--- config.mk ---
export PLATFORM = sky130hd
export DESIGN_NAME = issue_stage
export DESIGN_NICKNAME = d
export VERILOG_FILES = /design/src/hdl/issue_pkg.sv /design/src/hdl/fetch_queue.sv /design/src/hdl/instr_classify.sv /design/src/hdl/pair_check.sv /design/src/hdl/delay_slot_fsm.sv /design/src/hdl/issue_stats.sv /design/src/hdl/issue_stage.sv
export SDC_FILE = /design/constraint.sdc
export NUM_CORES = 1
export LEC_CHECK = 0
export BUFFER_PORTS_ARGS = -buffer_cell sky130_fd_sc_hd__buf_2
export CORE_UTILIZATION = 43
export DETAILED_ROUTE_END_ITERATION = 12
export PLACE_DENSITY_LB_ADDON = 0.12
export SYNTH_ARGS = -nofsm -noshare
export SYNTH_HDL_FRONTEND = slang
export SYNTH_HIERARCHICAL = 1
export SYNTH_SLANG_ARGS = --single-unit
--- constraint.sdc ---
create_clock -name clk -period 10 [get_ports clk]
set_clock_uncertainty 0.15 [all_clocks]
set_input_delay 1.5 -clock clk [delete_from_list [all_inputs] [get_ports clk]]
set_output_delay 1.5 -clock clk [all_outputs]
set_load 0.01 [all_outputs]
--- src/hdl/issue_pkg.sv ---
package issue_pkg;

    // Major opcodes.
    localparam logic [5:0] SPECIAL = 6'b000000;
    localparam logic [5:0] REGIMM  = 6'b000001;
    localparam logic [5:0] J       = 6'b000010;
    localparam logic [5:0] JAL     = 6'b000011;
    localparam logic [5:0] BEQ     = 6'b000100;
    localparam logic [5:0] BNE     = 6'b000101;
    localparam logic [5:0] BLEZ    = 6'b000110;
    localparam logic [5:0] BGTZ    = 6'b000111;
    localparam logic [5:0] ADDIU   = 6'b001001;
    localparam logic [5:0] SLTI    = 6'b001010;
    localparam logic [5:0] ANDI    = 6'b001100;
    localparam logic [5:0] ORI     = 6'b001101;
    localparam logic [5:0] XORI    = 6'b001110;
    localparam logic [5:0] LUI     = 6'b001111;
    localparam logic [5:0] COP0    = 6'b010000;
    localparam logic [5:0] LB      = 6'b100000;
    localparam logic [5:0] LH      = 6'b100001;
    localparam logic [5:0] LW      = 6'b100011;
    localparam logic [5:0] LBU     = 6'b100100;
    localparam logic [5:0] LHU     = 6'b100101;
    localparam logic [5:0] SB      = 6'b101000;
    localparam logic [5:0] SH      = 6'b101001;
    localparam logic [5:0] SW      = 6'b101011;

    // SPECIAL funct codes.
    localparam logic [5:0] SLL     = 6'b000000;
    localparam logic [5:0] SRL     = 6'b000010;
    localparam logic [5:0] SRA     = 6'b000011;
    localparam logic [5:0] JR      = 6'b001000;
    localparam logic [5:0] JALR    = 6'b001001;
    localparam logic [5:0] SYSCALL = 6'b001100;
    localparam logic [5:0] BREAK   = 6'b001101;
    localparam logic [5:0] MFHI    = 6'b010000;
    localparam logic [5:0] MTHI    = 6'b010001;
    localparam logic [5:0] MFLO    = 6'b010010;
    localparam logic [5:0] MTLO    = 6'b010011;
    localparam logic [5:0] MULT    = 6'b011000;
    localparam logic [5:0] MULTU   = 6'b011001;
    localparam logic [5:0] DIV     = 6'b011010;
    localparam logic [5:0] DIVU    = 6'b011011;
    localparam logic [5:0] ADDU    = 6'b100001;
    localparam logic [5:0] SUBU    = 6'b100011;
    localparam logic [5:0] AND     = 6'b100100;
    localparam logic [5:0] OR      = 6'b100101;
    localparam logic [5:0] XOR     = 6'b100110;
    localparam logic [5:0] NOR     = 6'b100111;
    localparam logic [5:0] SLT     = 6'b101010;
    localparam logic [5:0] SLTU    = 6'b101011;

    typedef struct packed {
        logic [5:0] op;
        logic [4:0] rs;
        logic [4:0] rt;
        logic [4:0] rd;
        logic [4:0] shamt;
        logic [5:0] funct;
    } r_fmt_t;

    typedef struct packed {
        logic [5:0]  op;
        logic [4:0]  rs;
        logic [4:0]  rt;
        logic [15:0] imm;
    } i_fmt_t;

    typedef union packed {
        r_fmt_t r_fmt;
        i_fmt_t i_fmt;
    } instr_word_u;

    typedef struct packed {
        logic [31:0] addr;
        instr_word_u instr;
    } fetch_entry_t;

    typedef struct packed {
        logic       memreq;
        logic       regwrite;
        logic       hiwrite;
        logic       lowrite;
        logic       is_branch;
        logic       is_jump;
        logic       need_rs;
        logic       need_rt;
        logic       need_hi;
        logic       need_lo;
        logic       cp0_rel;
        logic [4:0] dest;
    } instr_class_t;

    typedef struct packed {
        logic         valid;
        fetch_entry_t entry;
        logic         addr_err;
        logic         in_delay_slot;
    } issue_slot_t;

    typedef struct packed {
        issue_slot_t alpha;
        issue_slot_t beta;
    } issue_bundle_t;

endpackage

--- src/hdl/fetch_queue.sv ---
`timescale 1ns/1ps

module fetch_queue #(
    parameter int QUEUE_DEPTH = 4
) (
    input  logic                     clk,
    input  logic                     rst,
    input  logic                     in_valid,
    input  issue_pkg::fetch_entry_t  in_data,
    input  logic                     pop_one,
    input  logic                     pop_two,
    output logic                     in_ready,
    output issue_pkg::fetch_entry_t  head0,
    output issue_pkg::fetch_entry_t  head1,
    output logic [$clog2(QUEUE_DEPTH):0] count
);

    localparam int PTR_W = $clog2(QUEUE_DEPTH);
    localparam int CNT_W = PTR_W + 1;

    issue_pkg::fetch_entry_t mem [QUEUE_DEPTH];

    logic [PTR_W-1:0] wr_ptr;
    logic [PTR_W-1:0] rd_ptr;
    logic [PTR_W-1:0] rd_ptr_inc;
    logic             push;
    logic [1:0]       pop_n;

    assign in_ready   = count != CNT_W'(QUEUE_DEPTH);
    assign push       = in_valid && in_ready;
    assign pop_n      = pop_two ? 2'd2 : (pop_one ? 2'd1 : 2'd0);

    // Pointers wrap naturally since the depth is a power of two.
    assign rd_ptr_inc = rd_ptr + PTR_W'(1);
    assign head0      = mem[rd_ptr];
    assign head1      = mem[rd_ptr_inc];

    always_ff @(posedge clk)
    begin
        if (push)
        begin
            mem[wr_ptr] <= in_data;
        end
    end

    always_ff @(posedge clk)
    begin
        if (rst)
        begin
            wr_ptr <= '0;
            rd_ptr <= '0;
            count  <= '0;
        end
        else
        begin
            if (push)
            begin
                wr_ptr <= wr_ptr + PTR_W'(1);
            end
            rd_ptr <= rd_ptr + PTR_W'(pop_n);
            count  <= count + CNT_W'(push) - CNT_W'(pop_n);
        end
    end

    // Pops come from the issue decision downstream of this queue.
    a_pop_two_needs_two: assert property (@(posedge clk) disable iff (rst)
        pop_two |-> count >= CNT_W'(2));

    a_no_pop_when_empty: assert property (@(posedge clk) disable iff (rst)
        (pop_one || pop_two) |-> count != '0);

endmodule

--- src/hdl/instr_classify.sv ---
`timescale 1ns/1ps

module instr_classify (
    input  issue_pkg::instr_word_u  instr,
    output issue_pkg::instr_class_t cls
);

    logic [4:0] rs_rt_sel;
    logic [4:0] rd;
    logic [4:0] rt;
    logic [5:0] funct;

    assign rs_rt_sel = instr.i_fmt.rt;
    assign rt        = instr.i_fmt.rt;
    assign rd        = instr.r_fmt.rd;
    assign funct     = instr.r_fmt.funct;

    always_comb
    begin
        cls = '0;
        case (instr.r_fmt.op)
            issue_pkg::SPECIAL:
            begin
                case (funct)
                    issue_pkg::SLL, issue_pkg::SRL, issue_pkg::SRA:
                    begin
                        cls.regwrite = 1'b1;
                        cls.need_rt  = 1'b1;
                        cls.dest     = rd;
                    end
                    issue_pkg::JR:
                    begin
                        cls.is_jump = 1'b1;
                        cls.need_rs = 1'b1;
                    end
                    issue_pkg::JALR:
                    begin
                        cls.is_jump  = 1'b1;
                        cls.need_rs  = 1'b1;
                        cls.regwrite = 1'b1;
                        cls.dest     = 5'd31;
                    end
                    issue_pkg::SYSCALL, issue_pkg::BREAK:
                        cls.cp0_rel = 1'b1;
                    issue_pkg::MFHI:
                    begin
                        cls.regwrite = 1'b1;
                        cls.need_hi  = 1'b1;
                        cls.dest     = rd;
                    end
                    issue_pkg::MFLO:
                    begin
                        cls.regwrite = 1'b1;
                        cls.need_lo  = 1'b1;
                        cls.dest     = rd;
                    end
                    issue_pkg::MTHI:
                    begin
                        cls.hiwrite = 1'b1;
                        cls.need_rs = 1'b1;
                    end
                    issue_pkg::MTLO:
                    begin
                        cls.lowrite = 1'b1;
                        cls.need_rs = 1'b1;
                    end
                    issue_pkg::MULT, issue_pkg::MULTU, issue_pkg::DIV, issue_pkg::DIVU:
                    begin
                        cls.hiwrite = 1'b1;
                        cls.lowrite = 1'b1;
                        cls.need_rs = 1'b1;
                        cls.need_rt = 1'b1;
                    end
                    issue_pkg::ADDU, issue_pkg::SUBU, issue_pkg::AND, issue_pkg::OR,
                    issue_pkg::XOR, issue_pkg::NOR, issue_pkg::SLT, issue_pkg::SLTU:
                    begin
                        cls.regwrite = 1'b1;
                        cls.need_rs  = 1'b1;
                        cls.need_rt  = 1'b1;
                        cls.dest     = rd;
                    end
                    default:
                        cls = '0;
                endcase
            end
            issue_pkg::REGIMM:
            begin
                // BLTZ, BGEZ, BLTZAL and BGEZAL only.
                if (rs_rt_sel[3:1] == 3'b000)
                begin
                    cls.is_branch = 1'b1;
                    cls.need_rs   = 1'b1;
                    if (rs_rt_sel[4])
                    begin
                        cls.regwrite = 1'b1;
                        cls.dest     = 5'd31;
                    end
                end
            end
            issue_pkg::J:
                cls.is_jump = 1'b1;
            issue_pkg::JAL:
            begin
                cls.is_jump  = 1'b1;
                cls.regwrite = 1'b1;
                cls.dest     = 5'd31;
            end
            issue_pkg::BEQ, issue_pkg::BNE:
            begin
                cls.is_branch = 1'b1;
                cls.need_rs   = 1'b1;
                cls.need_rt   = 1'b1;
            end
            issue_pkg::BLEZ, issue_pkg::BGTZ:
            begin
                cls.is_branch = 1'b1;
                cls.need_rs   = 1'b1;
            end
            issue_pkg::ADDIU, issue_pkg::SLTI, issue_pkg::ANDI, issue_pkg::ORI,
            issue_pkg::XORI:
            begin
                cls.regwrite = 1'b1;
                cls.need_rs  = 1'b1;
                cls.dest     = rt;
            end
            issue_pkg::LUI:
            begin
                cls.regwrite = 1'b1;
                cls.dest     = rt;
            end
            issue_pkg::COP0:
                cls.cp0_rel = 1'b1;
            issue_pkg::LB, issue_pkg::LH, issue_pkg::LW, issue_pkg::LBU, issue_pkg::LHU:
            begin
                cls.memreq   = 1'b1;
                cls.regwrite = 1'b1;
                cls.need_rs  = 1'b1;
                cls.dest     = rt;
            end
            issue_pkg::SB, issue_pkg::SH, issue_pkg::SW:
            begin
                cls.memreq  = 1'b1;
                cls.need_rs = 1'b1;
                cls.need_rt = 1'b1;
            end
            default:
                cls = '0;
        endcase
    end

endmodule

--- src/hdl/pair_check.sv ---
`timescale 1ns/1ps

module pair_check #(
    parameter int QUEUE_DEPTH = 4
) (
    input  issue_pkg::fetch_entry_t  head0,
    input  issue_pkg::fetch_entry_t  head1,
    input  issue_pkg::instr_class_t  cls_alpha,
    input  issue_pkg::instr_class_t  cls_beta,
    input  logic [$clog2(QUEUE_DEPTH):0] count,
    input  logic                     slot_pending,
    output issue_pkg::issue_bundle_t bundle,
    output logic                     issue_second
);

    localparam int CNT_W = $clog2(QUEUE_DEPTH) + 1;

    logic alpha_jb;
    logic reg_hazard;
    logic hilo_hazard;
    logic beta_blocked;

    assign alpha_jb = cls_alpha.is_branch || cls_alpha.is_jump;

    // Writes to r0 never create a dependence.
    assign reg_hazard = cls_alpha.regwrite && (cls_alpha.dest != 5'd0) &&
        ((cls_beta.need_rs && (cls_alpha.dest == head1.instr.r_fmt.rs)) ||
         (cls_beta.need_rt && (cls_alpha.dest == head1.instr.r_fmt.rt)));

    assign hilo_hazard = (cls_alpha.hiwrite && cls_beta.need_hi) ||
                         (cls_alpha.lowrite && cls_beta.need_lo);

    assign beta_blocked = cls_beta.is_branch || cls_beta.is_jump ||
                          cls_beta.memreq ||
                          slot_pending ||
                          cls_alpha.cp0_rel || cls_beta.cp0_rel ||
                          reg_hazard || hilo_hazard;

    assign issue_second = (count >= CNT_W'(2)) && !beta_blocked;

    always_comb
    begin
        bundle.alpha.valid         = count != '0;
        bundle.alpha.entry         = head0;
        bundle.alpha.addr_err      = head0.addr[1:0] != 2'b00;
        bundle.alpha.in_delay_slot = slot_pending;

        bundle.beta.valid          = issue_second;
        bundle.beta.entry          = head1;
        bundle.beta.addr_err       = head1.addr[1:0] != 2'b00;
        bundle.beta.in_delay_slot  = alpha_jb;
    end

endmodule

--- src/hdl/delay_slot_fsm.sv ---
`timescale 1ns/1ps

module delay_slot_fsm (
    input  logic clk,
    input  logic rst,
    input  logic out_fire,
    input  logic alpha_jb,
    input  logic beta_issued,
    output logic slot_pending
);

    localparam logic ST_IDLE = 1'b0;
    localparam logic ST_SLOT = 1'b1;

    logic state;
    logic state_next;

    always_comb
    begin
        state_next = state;
        if (out_fire)
        begin
            // A lone branch leaves its delay slot for the next bundle.
            if (alpha_jb && !beta_issued)
            begin
                state_next = ST_SLOT;
            end
            else
            begin
                state_next = ST_IDLE;
            end
        end
    end

    always_ff @(posedge clk)
    begin
        if (rst)
        begin
            state <= ST_IDLE;
        end
        else
        begin
            state <= state_next;
        end
    end

    assign slot_pending = state == ST_SLOT;

    // No branch may sit in a delay slot.
    a_no_branch_in_slot: assert property (@(posedge clk) disable iff (rst)
        (out_fire && slot_pending) |-> !alpha_jb);

endmodule

--- src/hdl/issue_stats.sv ---
`timescale 1ns/1ps

module issue_stats (
    input  logic        clk,
    input  logic        rst,
    input  logic        out_fire,
    input  logic        beta_issued,
    output logic [31:0] issued_count,
    output logic [31:0] dual_count
);

    always_ff @(posedge clk)
    begin
        if (rst)
        begin
            issued_count <= '0;
            dual_count   <= '0;
        end
        else if (out_fire)
        begin
            issued_count <= issued_count + (beta_issued ? 32'd2 : 32'd1);
            if (beta_issued)
            begin
                dual_count <= dual_count + 32'd1;
            end
        end
    end

endmodule

--- src/hdl/issue_stage.sv ---
`timescale 1ns/1ps

module issue_stage #(
    parameter int QUEUE_DEPTH = 4
) (
    input  logic                     clk,
    input  logic                     rst,
    input  logic                     in_valid,
    output logic                     in_ready,
    input  issue_pkg::fetch_entry_t  in_data,
    output logic                     out_valid,
    input  logic                     out_ready,
    output issue_pkg::issue_bundle_t out_bundle,
    output logic [31:0]              issued_count,
    output logic [31:0]              dual_count
);

    issue_pkg::fetch_entry_t head0;
    issue_pkg::fetch_entry_t head1;
    issue_pkg::instr_class_t cls_alpha;
    issue_pkg::instr_class_t cls_beta;

    logic [$clog2(QUEUE_DEPTH):0] count;
    logic issue_second;
    logic slot_pending;
    logic out_fire;

    assign out_valid = count != '0;
    assign out_fire  = out_valid && out_ready;

    fetch_queue #(
        .QUEUE_DEPTH(QUEUE_DEPTH)
    ) u_fetch_queue (
        .clk      (clk),
        .rst      (rst),
        .in_valid (in_valid),
        .in_data  (in_data),
        .pop_one  (out_fire && !issue_second),
        .pop_two  (out_fire && issue_second),
        .in_ready (in_ready),
        .head0    (head0),
        .head1    (head1),
        .count    (count)
    );

    instr_classify u_cls_alpha (
        .instr (head0.instr),
        .cls   (cls_alpha)
    );

    instr_classify u_cls_beta (
        .instr (head1.instr),
        .cls   (cls_beta)
    );

    pair_check #(
        .QUEUE_DEPTH(QUEUE_DEPTH)
    ) u_pair_check (
        .head0        (head0),
        .head1        (head1),
        .cls_alpha    (cls_alpha),
        .cls_beta     (cls_beta),
        .count        (count),
        .slot_pending (slot_pending),
        .bundle       (out_bundle),
        .issue_second (issue_second)
    );

    delay_slot_fsm u_delay_slot_fsm (
        .clk          (clk),
        .rst          (rst),
        .out_fire     (out_fire),
        .alpha_jb     (cls_alpha.is_branch || cls_alpha.is_jump),
        .beta_issued  (issue_second),
        .slot_pending (slot_pending)
    );

    issue_stats u_issue_stats (
        .clk          (clk),
        .rst          (rst),
        .out_fire     (out_fire),
        .beta_issued  (issue_second),
        .issued_count (issued_count),
        .dual_count   (dual_count)
    );

endmodule

; ---- Word-level counts from Yosys, hierarchy flattened
; Memory sizes are Yosys's and may differ from the RTL's. A register that Yosys moved wholly into a read port is not among the register bits.
; Cells that the tools add are included.
[totals]
regBits = 72
ram_bits = 256
inputBits = 68
word_cells = 194
n_memories = 1
[op_classes]
n_addsub = 7
magnitude_cmp = 1
eq_ne = 87
muxes = 38
reduce_logical = 54
[mem_list]
columns = name, words, width, rd, rd_clocked_by_memory_dff, wr, line_no
row1 = u_fetch_queue.mem, 4, 64, 2, 1, 1, fetch_queue.sv:21  ; issue_pkg::fetch_entry_t mem [QUEUE_DEPTH];
[op_table]
columns = op, count
row1 = "== test 6 bit, second input constant", 29
row2 = "== test 6 x 4 -> 1 bit, second input constant", 19
row3 = "== test 6 x 5 -> 1 bit, second input constant", 18
row4 = "== test 6 x 2 -> 1 bit, second input constant", 8
row5 = "== test 6 x 3 -> 1 bit, second input constant", 8
row6 = "adder 32 x 1 -> 32 bit, second input constant", 1
row7 = adder 32 bit, 1
row8 = logical NOT 6 bit, 4
row9 = 2-to-1 mux 1 bit, 20
row10 = one-hot mux 5 bit (4 select lines), 1
row11 = OR reduction 17 bit, 1
row12 = OR reduction 16 bit, 1
row13 = OR reduction 15 bit, 1
row14 = OR reduction 5 bit, 3
row15 = one-hot mux 1 bit (2 select lines), 7
row16 = OR reduction 14 bit, 1
row17 = OR reduction 13 bit, 1
row18 = "== test 6 x 1 -> 1 bit, second input constant", 2
row19 = logical AND 1 bit, 12
row20 = OR reduction 12 bit, 1
row21 = OR reduction 2 bit, 6
row22 = OR reduction 11 bit, 1
row23 = == test 5 bit, 2
row24 = logical OR 1 bit, 10
row25 = other kinds (18), 29

; ---- Logic depth before layout (Yosys ltp)
; Gate-level depths: netlist of the first run.
; An unclocked memory read counts as a cell.
[depth]
word_depth = 21
depth_mapped = 24

; ---- By module
; The synthesis of the first run kept the hierarchy.
[modules_own_cells]
columns = module, n_inst, cells_per_inst, area_each_um2, seq_area_each_um2
row1 = fetch_queue, 1, 460, 11257.0, 7827.5
row2 = issue_stats, 1, 360, 3050.4, 1281.2
row3 = instr_classify, 2, 95, 614.3, 0.0
row4 = pair_check, 1, 158, 1167.4, 0.0
row5 = delay_slot_fsm, 1, 4, 42.5, 20.0
row6 = issue_stage, 1, 5, 33.8, 0.0

; ---- Worst setup path before layout of the first run
; No wires, ideal clock.
[synth_path]
kind = flip-flop to flip-flop
start = register u_fetch_queue.rd_ptr[0]
end = register u_issue_stats.issued_count[20]
setup_ns = 0.070
arrival_time_ns = 5.374
required_ns = 9.780
setup_slack_ns = 4.405
path_stages_with_launch = 23
n_path_buf = 4
cell_sequence = dfxtp_1 -> buf_6 -> buf_6 -> mux4_2 -> buf_6 -> or3_2 -> or2_1 -> a31oi_4 -> a221o_1 -> xor2_1 -> nor4_1 -> nand3_1 -> a21oi_1 -> nor2_1 -> inv_1 -> ha_1 -> inv_1 -> fa_1 -> nand3b_1 -> or4_1 -> clkbuf_1 -> or4_1 -> a21oi_1
[synth_via]
elab_chain_cells = 17
[synth_rtl]
columns = element, line_no
row1 = from (decl), fetch_queue.sv:24  ; logic [PTR_W-1:0] rd_ptr;
row2 = from (signal assigned), fetch_queue.sv:60  ; rd_ptr <= rd_ptr + PTR_W'(pop_n);
row3 = adder 2 x 1 -> 2 bit *, fetch_queue.sv:34  ; assign rd_ptr_inc = rd_ptr + PTR_W'(1);
row4 = memory read (4 x 64 bit) *, -
row5 = "parallel branches: the longest is 10 deep, another holds OR reduction 16 bit", -
row6 = logical OR 1 bit *, pair_check.sv:37  ; reg_hazard || hilo_hazard;
row7 = logical NOT 1 bit *, pair_check.sv:39  ; assign issue_second = (count >= CNT_W'(2)) && !beta_blocked;
row8 = logical AND 1 bit *, pair_check.sv:39
row9 = named net issue_second, issue_stage.sv:24  ; logic issue_second;
row10 = 2-to-1 mux 2 bit *, issue_stats.sv:21  ; issued_count <= issued_count + (beta_issued ? 32'd2 : 32'd1);
row11 = adder 32 bit *, issue_stats.sv:21
row12 = to (signal assigned), issue_stats.sv:21
row13 = to (decl), issue_stats.sv:8  ; output logic [31:0] issued_count,
; Mark *: on every way through the listed nets, which the timed path passes.
; A chain may end at the register's enable or synchronous reset.

; ---- Final worst setup path of the first run
[layout_path]
start = register u_fetch_queue.rd_ptr[1]
end = register u_issue_stats.issued_count[20]
[layout_via]
elab_chain_cells = 17
[layout_rtl]
columns = element, line_no
row1 = adder 2 x 1 -> 2 bit *, fetch_queue.sv:34
row2 = memory read (4 x 64 bit) *, -
row3 = "parallel branches: the longest is 10 deep, another holds OR reduction 16 bit", -
row4 = logical OR 1 bit *, pair_check.sv:37
row5 = logical NOT 1 bit *, pair_check.sv:39
row6 = logical AND 1 bit *, pair_check.sv:39
row7 = 2-to-1 mux 2 bit *, issue_stats.sv:21
row8 = adder 32 bit *, issue_stats.sv:21
; Mark *: on every way between the ends.

==> results summary, run 1 <==
The number of warning messages in the yosys log is 6. Setup repair after global routing left no endpoint under its margin. The final hold slack came out at 0.337 ns. Leaving out fill and tap cells, the most frequent cell in the layout is sky130_fd_sc_hd__buf_2. The via count came out at 9808. The average footprint of a synthesized cell came out at 14.6 sq um. Entering global routing, the biggest net connects 79 pins. The average wire length per cell after detail routing came out at 20.5 um.

The critical path endpoint category is a flip-flop. The placer congestion estimate is 0.810. 268 I/O pins were placed. The via count of the first global-routing pass came out at 9816. The maximum clock frequency came out at 140 MHz. By startpoint and endpoint, the worst setup path is classified as reg2reg. The flow ran to the end, and the final reports show no timing, DRC or antenna violations. Hold repair after CTS inserted 0 buffers. For the pin with the worst max-slew slack, the measured transition is 1.13 ns. The layout overhead on the synthesized area came out at 12.3%. The worst-case headroom to the max-slew limit is 24.8%. The final-report setup violation count is 0. The tree is rooted in a sky130_fd_sc_hd__clkbuf_16. In the layout the commonest cells are sky130_fd_sc_hd__buf_2, sky130_fd_sc_hd__edfxtp_1, sky130_fd_sc_hd__mux4_2.

The region available for standard cell placement spans 37600 sq um. The number of cells upsized or downsized after cts came out at 0. The tool flagged a number of max-cap violations equal to 0. The clock-pin slew reported for the worst setup and hold paths after clock tree synthesis came out at 0.06 ns.

After the last flow step, the layout net total stands at 1320. The total power of the final layout came out at 4.98 mW. The filler cells instantiated in the layout total 3263.

The element type at the critical path start is a flip-flop. The worst hold path class is reg2reg. The leakage power came out at 6.31 nW. The critical path data required time came out at 10.32 ns. The total area of multi-input combinational cells came out at 5730 sq um. The top fanout value on the critical path is 51. The detailed placement HPWL came out at 24100 um. The final critical-path share of the clock period came out at 71.5%. The mapped netlist covers 16400 sq um.

The global-route wire length before repair is 56400 um. The synthesized instance count is 1120. In the routed layout, each cell is associated on average with a via count of 5.50. The smallest setup slack after layout is 2.85 ns. The count of clock tree sinks came out at 328. TritonCTS created 40 clock buffers. The post-route netlist has 39.0% of its cells at a drive strength greater than 1.

The count of pins over their slew limit came out at 0. The number of H-tree levels came out at 2. The worst-case IR drop observed on VDD is 0.151 mV. The overall track demand over capacity in global routing came out at 19.0%. The power per standard cell area is 271 nW/um^2.

Timing analysis after detailed placement gives a worst setup slack of 2.91 ns. The die outline height came out at 197 um. The setup TNS after final layout is 0 ns. The count of buffers added by post-CTS timing repair for setup is 0. The worst path in the final design needs a cycle of 7.15 ns, including I/O delays and setup. The first TritonRoute pass finished after 4 iterations. The final routed DRC violation total came out at 0. The post-synth net total is 1201.

The number of endpoints with negative hold slack in the final report came out at 0. The clock passes through at most 3 buffers. The die covers 38900 sq um.

The register area is 9140 sq um. The count of input and output buffers came out at 267. The sum of overflow across all layers after global routing came out at 0. The initial antenna violation count is 5.

In this run the core area contains 71 standard-cell rows. The CTS tree is built. The DRC marker count from the first detailed-route iteration is 448.

The starting utilization of the core area came out at 43.6%. The endpoint arrival time on the critical path is 7.47 ns. The clock insertion delay at the later pin of the skew report is 0.55 ns. In this run the remaining antenna-violating nets after routing total 0.

The total wirelength of the detailed-routed design is 36600 um. The die is 197 um wide.
[report_power, final]
part	leakage [nW]	switching [mW]	internal (mW)
Combinational	2.73	0.975	0.826
Sequential	2.93	0.122	1.60
Clock	0.650	0.567	0.891
Total	6.31	1.66	3.32
[critical path: stages, from the launching register on]
cell and delay (ns):
sky130_fd_sc_hd__dfxtp_4 0.74, sky130_fd_sc_hd__buf_4 0.68, sky130_fd_sc_hd__mux4_2 0.44, sky130_fd_sc_hd__nor3_1 0.32
sky130_fd_sc_hd__a21o_1 0.17, sky130_fd_sc_hd__nand2_1 0.08, sky130_fd_sc_hd__a21boi_0 0.50, sky130_fd_sc_hd__a221o_1 0.28
sky130_fd_sc_hd__xor2_1 0.09, sky130_fd_sc_hd__nor4_1 0.35, sky130_fd_sc_hd__nand3_1 0.11, sky130_fd_sc_hd__a21oi_1 0.29
sky130_fd_sc_hd__nor2_1 0.24, sky130_fd_sc_hd__inv_1 0.15, sky130_fd_sc_hd__ha_1 0.18, sky130_fd_sc_hd__inv_1 0.06
sky130_fd_sc_hd__fa_1 0.40, sky130_fd_sc_hd__nand3b_1 0.22, sky130_fd_sc_hd__or4_1 0.85, sky130_fd_sc_hd__or4_1 0.61
sky130_fd_sc_hd__a21oi_1 0.15
[state kept, by name, indices dropped and copies added, names as in the netlist]
register / flops
u_fetch_queue/mem: 256
u_fetch_queue/wr_ptr: 2
u_issue_stats/issued_count: 32
u_delay_slot_fsm/slot_pending: 1
u_issue_stats/dual_count: 32
u_fetch_queue/rd_ptr: 2
u_fetch_queue/count: 3
[per-stage QoR]
| step | instance area (sq um) | utilization (%) | cells |
|---|---|---|---|
| floorplan | 16400 | - | 1120 |
| global placement | 17000 | 45.3 | 1708 |
| detailed placement | 17000 | 45.3 | 1708 |
| CTS | 18400 | 48.9 | 1781 |
| global route | 18400 | 48.9 | 1781 |
| finish | 18400 | 48.9 | 1783 |
[cell type report]
class | count | share of cell area [%]
timing repair buffer | 277 | 7.68
sequential | 328 | 49.7
multi-input combinational | 563 | 31.2
inverter | 29 | 0.592
clock buffer | 52 | 6.02
tap | 511 | 3.48
antenna | 2 | 0.0272
clock inverter | 21 | 1.29
[metal layers]
layer / part of all wire [%] / wire length, um / global-route usage [%] / up-vias
met4: 2.7 / 979 / 7.01 / 6
met2: 48 / 17700 / 31.2 / 263
met3: 7.7 / 2820 / 6.04 / 67
met5: 0.10 / 38 / 0 / -
met1: 41 / 15100 / 23.5 / 4965
li1: - / - / - / 4507
[final timing paths]
kind / slack [ns] / to / startpoint / cells after the start
max reg2reg: 2.85 / u_issue_stats/issued_count[20]$_SDFFE_PP0P_ / u_fetch_queue/rd_ptr[1]$_SDFF_PP0_ / 20
min: 0.34 / u_issue_stats/dual_count[28]$_SDFFE_PP0P_ / u_issue_stats/dual_count[28]$_SDFFE_PP0P_ / 2
min reg2reg: 0.34 / u_issue_stats/dual_count[28]$_SDFFE_PP0P_ / u_issue_stats/dual_count[28]$_SDFFE_PP0P_ / 2
max: 2.85 / u_issue_stats/issued_count[20]$_SDFFE_PP0P_ / u_fetch_queue/rd_ptr[1]$_SDFF_PP0_ / 20
(Power assumes the default switching activity.)
==> run 2, diff against run 1 <==
- ABC_AREA: unset -> 1
- clock period: 10 -> 7.1 ns (I/O delays scaled with it)
==> results summary, run 2 <==
The number of cells upsized or downsized after cts came out at 0. The post-synth net total is 2183. The startpoint identified for the worst register-to-register timing path is u_fetch_queue/rd_ptr[0]$_SDFF_PP0_. STA classifies the critical path endpoint as an output port. The critical path launch point is u_fetch_queue/rd_ptr[0]$_SDFF_PP0_.

Based on the critical path, the design can be clocked at up to 169 MHz. The DRC marker count from the first detailed-route iteration came out at 773. The placer congestion estimate came out at 0.833. Once layout is complete, the cells apart from fillers number 2778. The number of endpoints with negative hold slack in the final report came to 0. Once detail routing completed, the nets flagged for antenna violations numbered 0.

The path with the worst hold slack has its endpoint at u_issue_stats/issued_count[12]$_SDFFE_PP0P_. The Yosys step of the flow raised 6 warnings. IR analysis of the VDD net gives a maximum drop of 0.281 mV. The sequential cells in the finished layout cover a total of 9130 sq um. The clock insertion delay at the later pin of the skew report came out at 0.54 ns. The cell count after synthesis came out at 2102. The worst-case headroom to the max-slew limit is 22.3%. The worst register-to-register path ends at u_fetch_queue/count[2]$_SDFF_PP0_.

The most common cell after layout, fill and taps aside is sky130_fd_sc_hd__nand2_1. Ranked by flip-flop count, first place goes to u_fetch_queue/mem. The HPWL after detailed placement is 31500 um. The pin count of the biggest net entering global routing is 91. The global-route wire length before repair came out at 73500 um. The initial antenna violation count was 6. After floorplanning, the core was sized to cover 40800 sq um.

The cell area after technology mapping is 17800 sq um. The starting utilization of the core area came out at 43.6%. Adding up every negative setup slack in the final design gives 0 ns. The element type at the critical path start is a flip-flop.

The root buffer cell chosen for the clock tree is sky130_fd_sc_hd__clkbuf_16. The final-report setup violation count came out at 0. The endpoint arrival time on the critical path is 4.69 ns. The largest registers in the layout are u_fetch_queue/mem (256), u_issue_stats/dual_count (32), u_issue_stats/issued_count (32).

The pin slew with the least headroom to its limit came out at 1.16 ns. The clock-pin slew reported for the worst setup and hold paths after clock tree synthesis came out at 0.05 ns. In the global route stage, overall resource usage came out at 22.6%. The cell count of the worst reg-to-reg path is 28. The count of input and output buffers is 267. The count of buffers added by post-CTS timing repair for setup came out at 0. The top fanout value on the critical path is 86. Clock tree synthesis inserted a total of 39 buffers. The top cell types in the final layout, fill and taps aside, are sky130_fd_sc_hd__nand2_1, sky130_fd_sc_hd__nor2_1, sky130_fd_sc_hd__buf_2. The total wirelength of the detailed-routed design is 48000 um. In this run the worst hold path is classified as reg2reg. The via count of the first global-routing pass is 13900. The startpoint identified for the worst hold timing path is u_issue_stats/issued_count[12]$_SDFFE_PP0P_. The multi-input combinational cells in the finished layout cover a total of 6510 sq um.

The floorplan has 74 rows. Clock tree synthesis found a total of 328 sinks. The critical path data required time came out at 5.88 ns. The die is 205 um wide.

The number of hold buffers added after cts is 0. The minimum clock period after layout came out at 5.90 ns. The run finished with clean final reports.

The count of pins over their slew limit came to 0. The die outline height came out at 205 um. Counting instances, the worst hold path has a depth of 1. TritonCTS built the clock tree. The average footprint of a synthesized cell came out at 8.47 sq um.

The area of the die is 42200 sq um. Dividing total power by cell area gives a power density of 412 nW/um^2. The number of search-and-repair iterations in the first detailed-routing pass is 5. The layout overhead on the synthesized area came out at 11.1%. The final routed DRC violation total is 0. The count of placed standard cells including taps is 2705. The sum of overflow across all layers after global routing is 0.

The worst register-to-register path has a setup slack of 1.25 ns. The fraction of layout cells with a size suffix above 1 came out at 19.7%. The count of maximum capacitance violations came out at 0. The critical path is of the reg2out type. The layout has 3952 filler cells. The buffer levels on the longest clock path came out at 3. During I/O placement, the number of pins put on the boundary was 268. The leakage power came out at 8.17 nW. The net count of the finished layout is 2295. The register with the most flip-flops in the layout has 256 of them.

The average wire length per cell after detail routing is 17.3 um. The routed layout has 14300 vias. Setup repair after global routing left no endpoint under its margin. The number of H-tree levels came out at 2.

After layout, the worst path uses 83.1% of the clock period. The post-detailed-route via-to-cell ratio is 5.14.
==> run 2: cell type report <==
| class | count | area share [%] |
|---|---|---|
| multi-input combinational | 1359 | 32.9 |
| antenna | 4 | 0.0506 |
| clock buffer | 50 | 5.55 |
| tap | 532 | 3.36 |
| timing repair buffer | 284 | 7.40 |
| sequential | 328 | 46.2 |
| inverter | 202 | 3.86 |
| clock inverter | 19 | 0.733 |
==> run 2: worst max path at each step <==
stage / end / slack [ns]
2_1_floorplan: u_fetch_queue/count[2]$_SDFF_PP0_ / 2.51
3_3_place_gp: u_fetch_queue/count[2]$_SDFF_PP0_ / 1.32
3_5_place_dp: u_fetch_queue/count[2]$_SDFF_PP0_ / 1.32
4_1_cts: out_bundle[66] / 1.19
5_1_grt: u_fetch_queue/count[2]$_SDFF_PP0_ / 0.59
6_report: out_bundle[66] / 1.20
==> run 2: critical path, cell delays in order (launching register included) <==
cell                      delay (ns)
sky130_fd_sc_hd__dfxtp_4        0.52
sky130_fd_sc_hd__inv_4          0.77
sky130_fd_sc_hd__o21ai_0        0.18
sky130_fd_sc_hd__o22ai_1        0.52
sky130_fd_sc_hd__inv_1          0.17
sky130_fd_sc_hd__nor2_2         0.16
sky130_fd_sc_hd__nand3_1        0.13
sky130_fd_sc_hd__nor2_1         0.15
sky130_fd_sc_hd__inv_1          0.10
sky130_fd_sc_hd__nand2_1        0.08
sky130_fd_sc_hd__nand2_1        0.05
sky130_fd_sc_hd__nand2_1        0.14
sky130_fd_sc_hd__nand2_1        0.07
sky130_fd_sc_hd__nand2_1        0.06
sky130_fd_sc_hd__nor2_1         0.04
sky130_fd_sc_hd__nand3_1        0.08
sky130_fd_sc_hd__nand2_1        0.06
sky130_fd_sc_hd__a21oi_2        0.47
sky130_fd_sc_hd__buf_2          0.26
==> run 2: layer usage <==
metal	global-route usage (%)	vias up	routed length, um
li1	-	7074	-
met1	28.3	6693	20800
met2	36.8	415	22200
met3	5.83	100	3480
met5	0	-	25
met4	9.18	4	1520
==> run 2: power by group <==
part / leakage [nW] / switching, mW / internal, mW / total [mW]
Combinational: 4.64 / 2.63 / 1.16 / 3.79
Clock: 0.604 / 0.779 / 1.16 / 1.94
Sequential: 2.93 / 0.151 / 2.26 / 2.41
Total: 8.17 / 3.56 / 4.58 / 8.15
==> run 2: stage by stage <==
step           utilization, %  cell area (sq um)  setup WS (ns)  hold WS, ns  total power [mW]
2_1_floorplan               -              17800           2.51        0.340              5.62
3_3_place_gp             45.4              18500           1.32        0.327              6.23
3_5_place_dp             45.4              18500           1.32        0.341              6.25
4_1_cts                  48.4              19800           1.19        0.350              8.22
5_1_grt                  48.5              19800          0.595        0.357              8.71
6_report                 48.5              19800           1.20        0.349              8.15
==> run 3, diff against run 2 <==
- clock period: 7.1 -> 4.9 ns (I/O delays scaled with it)
==> results summary, run 3 (synthesis results as in run 2) <==
The sum of overflow across all layers after global routing came out at 0. The overall track demand over capacity in global routing is 22.8%. The detailed placement HPWL is 32400 um. The combinational share of power is 49.9%. The maximum clock frequency came out at 218 MHz.

The switching share of power is 43.2%. In this run the horizontal extent of the chip is 205 um. The critical path is of the reg2reg type. The average wire length per cell after detail routing is 17.6 um. In this run, flip-flops and latches consume 26.9% of the power. The count of input and output buffers came out at 267. The number of flip-flops under the largest register name came out at 256. The worst-case headroom to the max-slew limit came out at 19.6%. The number of hold buffers added after cts is 0.

The number of H-tree levels is 2. In this run the most critical hold path is launched from in_data[48]. Entering global routing, the biggest net connects 89 pins. The clock-pin slew reported for the worst setup and hold paths after clock tree synthesis came out at 0.06 ns. The number of cells on the worst reg-to-reg path is 31.

The setup TNS after final layout came out at 0 ns. The placer congestion estimate came out at 0.878. The count of nets left with antenna violations once routing finished came out at 0. The via count is 14700. The minimum clock period after layout is 4.59 ns. In this run the vertical extent of the chip is 205 um. The peak supply drop came out at 0.345 mV. The run finished with clean final reports. In the final layout, the registers with the most flip-flops are u_fetch_queue/mem (256), u_issue_stats/dual_count (32), u_issue_stats/issued_count (32). STA puts the critical path data arrival time at 4.89 ns. The cell-internal power is 7.20 mW.

After detailed routing, the number of remaining DRC violations is 0. The top fanout value on the critical path came out at 12. The peak per-stage delay on the critical path is 0.38 ns. The buffer levels on the longest clock path is 3. The placement row count is 74. In the layout the commonest cells are sky130_fd_sc_hd__nand2_1, sky130_fd_sc_hd__buf_2, sky130_fd_sc_hd__nor2_1. The register with the most flip-flops in the final layout is u_fetch_queue/mem. The final hold slack is 0.235 ns. Clock tree synthesis found a total of 328 sinks. The total wirelength of the detailed-routed design is 49900 um. The final critical path takes up 93.7% of the cycle. For this configuration, the core starts out at a cell density of 43.6%. The worst register-to-register path begins at u_fetch_queue/rd_ptr[1]$_SDFF_PP0_. The area of the die is 42200 sq um. The global-route wire length before repair came out at 74100 um. The final cell count without fillers is 2828. The via count of the first global-routing pass was 13500. On the critical path, the stage with the largest delay is an instance of sky130_fd_sc_hd__fa_1.

The worst hold path belongs to the class in2reg. The number of search-and-repair iterations in the first detailed-routing pass came out at 5. The pin slew with the least headroom to its limit came out at 1.21 ns.

The clock insertion delay at the later pin of the skew report is 0.56 ns. In this run the count of I/O pins placed on the die edge is 268. In the routed layout, each cell is associated on average with a via count of 5.19. The critical path data required time is 5.20 ns. The worst hold path depth is 1. Leaving out fill and tap cells, the most frequent cell in the layout is sky130_fd_sc_hd__nand2_1.

The CTS tree is built. The reported net switching power is 5.47 mW. The DRC marker count from the first detailed-route iteration came out at 1072. The worst reg2reg path endpoint is u_fetch_queue/count[2]$_SDFF_PP0_.

The number of endpoints with negative hold slack in the final report was 0. The core footprint came out at 40800 sq um. The count of placed standard cells including taps is 2732. The root buffer cell is sky130_fd_sc_hd__clkbuf_16. The critical path starts at u_fetch_queue/rd_ptr[1]$_SDFF_PP0_. The worst setup path is captured at a flip-flop. The final-report setup violation count came out at 0. The power per standard cell area came out at 616 nW/um^2. STA classifies the critical path startpoint as a flip-flop. Summed over all cells, the static leakage comes to 8.56 nW. The count of pins over their slew limit came out at 0. The register-to-register setup slack came out at 0.31 ns. The layout overhead on the synthesized area is 15.5%. The count of maximum capacitance violations is 0. The critical path ends at u_fetch_queue/count[2]$_SDFF_PP0_. The fraction of layout cells with a size suffix above 1 came out at 22.3%.

The number of CTS-inserted buffers is 40. The initial antenna violation count came out at 7. In the final design database the tool counted 2342 nets. The proportion of power drawn by the clock network came out at 23.3%.
==> run 3: cell types whose count changed in the layout (fill, tap and decap cells not counted), moves of 4 or more <==
cell                        before  now
sky130_fd_sc_hd__buf_12          0   10
sky130_fd_sc_hd__buf_4          17   44
sky130_fd_sc_hd__clkbuf_16      40   47
sky130_fd_sc_hd__clkbuf_8        6    0
sky130_fd_sc_hd__clkinv_2        6   13
sky130_fd_sc_hd__nand3_1       125  119
sky130_fd_sc_hd__nand3_2         2    8
sky130_fd_sc_hd__nor2_4         19   23
sky130_fd_sc_hd__o22ai_1        65   60
sky130_fd_sc_hd__o22ai_2         1    5
==> run 3: area by class of cell <==
class                           instances  area (sq um)
Sequential cell                       328          9140
Antenna cell                            4          10.0
Clock inverter                         25           231
Tap cell                              532           666
Clock buffer                           48          1070
Inverter                              202           776
Timing Repair Buffer                  329          2050
Fill cell                            3798         20300
Multi-Input combinational cell       1360          6630
==> run 3: critical path: cells and delay by family, from the launching register on <==
kind / cells / cell delay, ns
and+or+nand+nor: 13 / 1.48
DFF: 1 / 0.37
AOI/OAI and AO/OA: 6 / 0.68
buffers and inverters: 9 / 1.03
adders and majority gates: 3 / 0.76
==> run 3: worst min-delay path by stage <==
stage	end	slack [ns]
2_1_floorplan	u_issue_stats/issued_count[8]$_SDFFE_PP0P_	0.34
3_3_place_gp	u_issue_stats/issued_count[8]$_SDFFE_PP0P_	0.33
3_5_place_dp	u_issue_stats/issued_count[8]$_SDFFE_PP0P_	0.33
4_1_cts	u_fetch_queue/mem[1][48]$_DFFE_PP_	0.20
5_1_grt	u_fetch_queue/mem[1][48]$_DFFE_PP_	0.23
6_report	u_fetch_queue/mem[1][48]$_DFFE_PP_	0.23
==> run 3: timing repair <==
item                       in CTS  in global routing
gates resized for setup         0                 41
hold endpoints to repair        0                  0
buffers inserted                0                 13
setup endpoints to repair       0                 17
==> run 3: layer usage <==
metal | up-vias | global-route usage, % | wire, um
li1 | 7183 | - | -
met1 | 6900 | 30.5 | 21800
met2 | 502 | 36.0 | 22900
met3 | 96 | 4.72 | 3790
met4 | 4 | 9.13 | 1400
met5 | - | 0 | 23
==> run 3: power groups by stage <==
stage | registers, mW | logic [mW] | clock network, mW
after CTS | 3.39 | 5.94 | 3.01
after floorplan | 3.44 | 4.70 | 0
after detailed placement | 3.45 | 5.92 | 0
after global placement | 3.44 | 5.86 | 0
final | 3.41 | 6.32 | 2.95
after global routing | 3.43 | 6.92 | 3.10
==> run 3: through the flow <==
stage	worst slack, ns	utilization (%)	cell area, sq um	total power [mW]
final	0.311	50.4	20600	12.7
after global routing	-0.0584	50.4	20600	13.5
after CTS	0.106	49.3	20100	12.3
after detailed placement	0.139	46.1	18800	9.36
after global placement	0.216	46.1	18800	9.31
after floorplan	0.312	-	17800	8.14
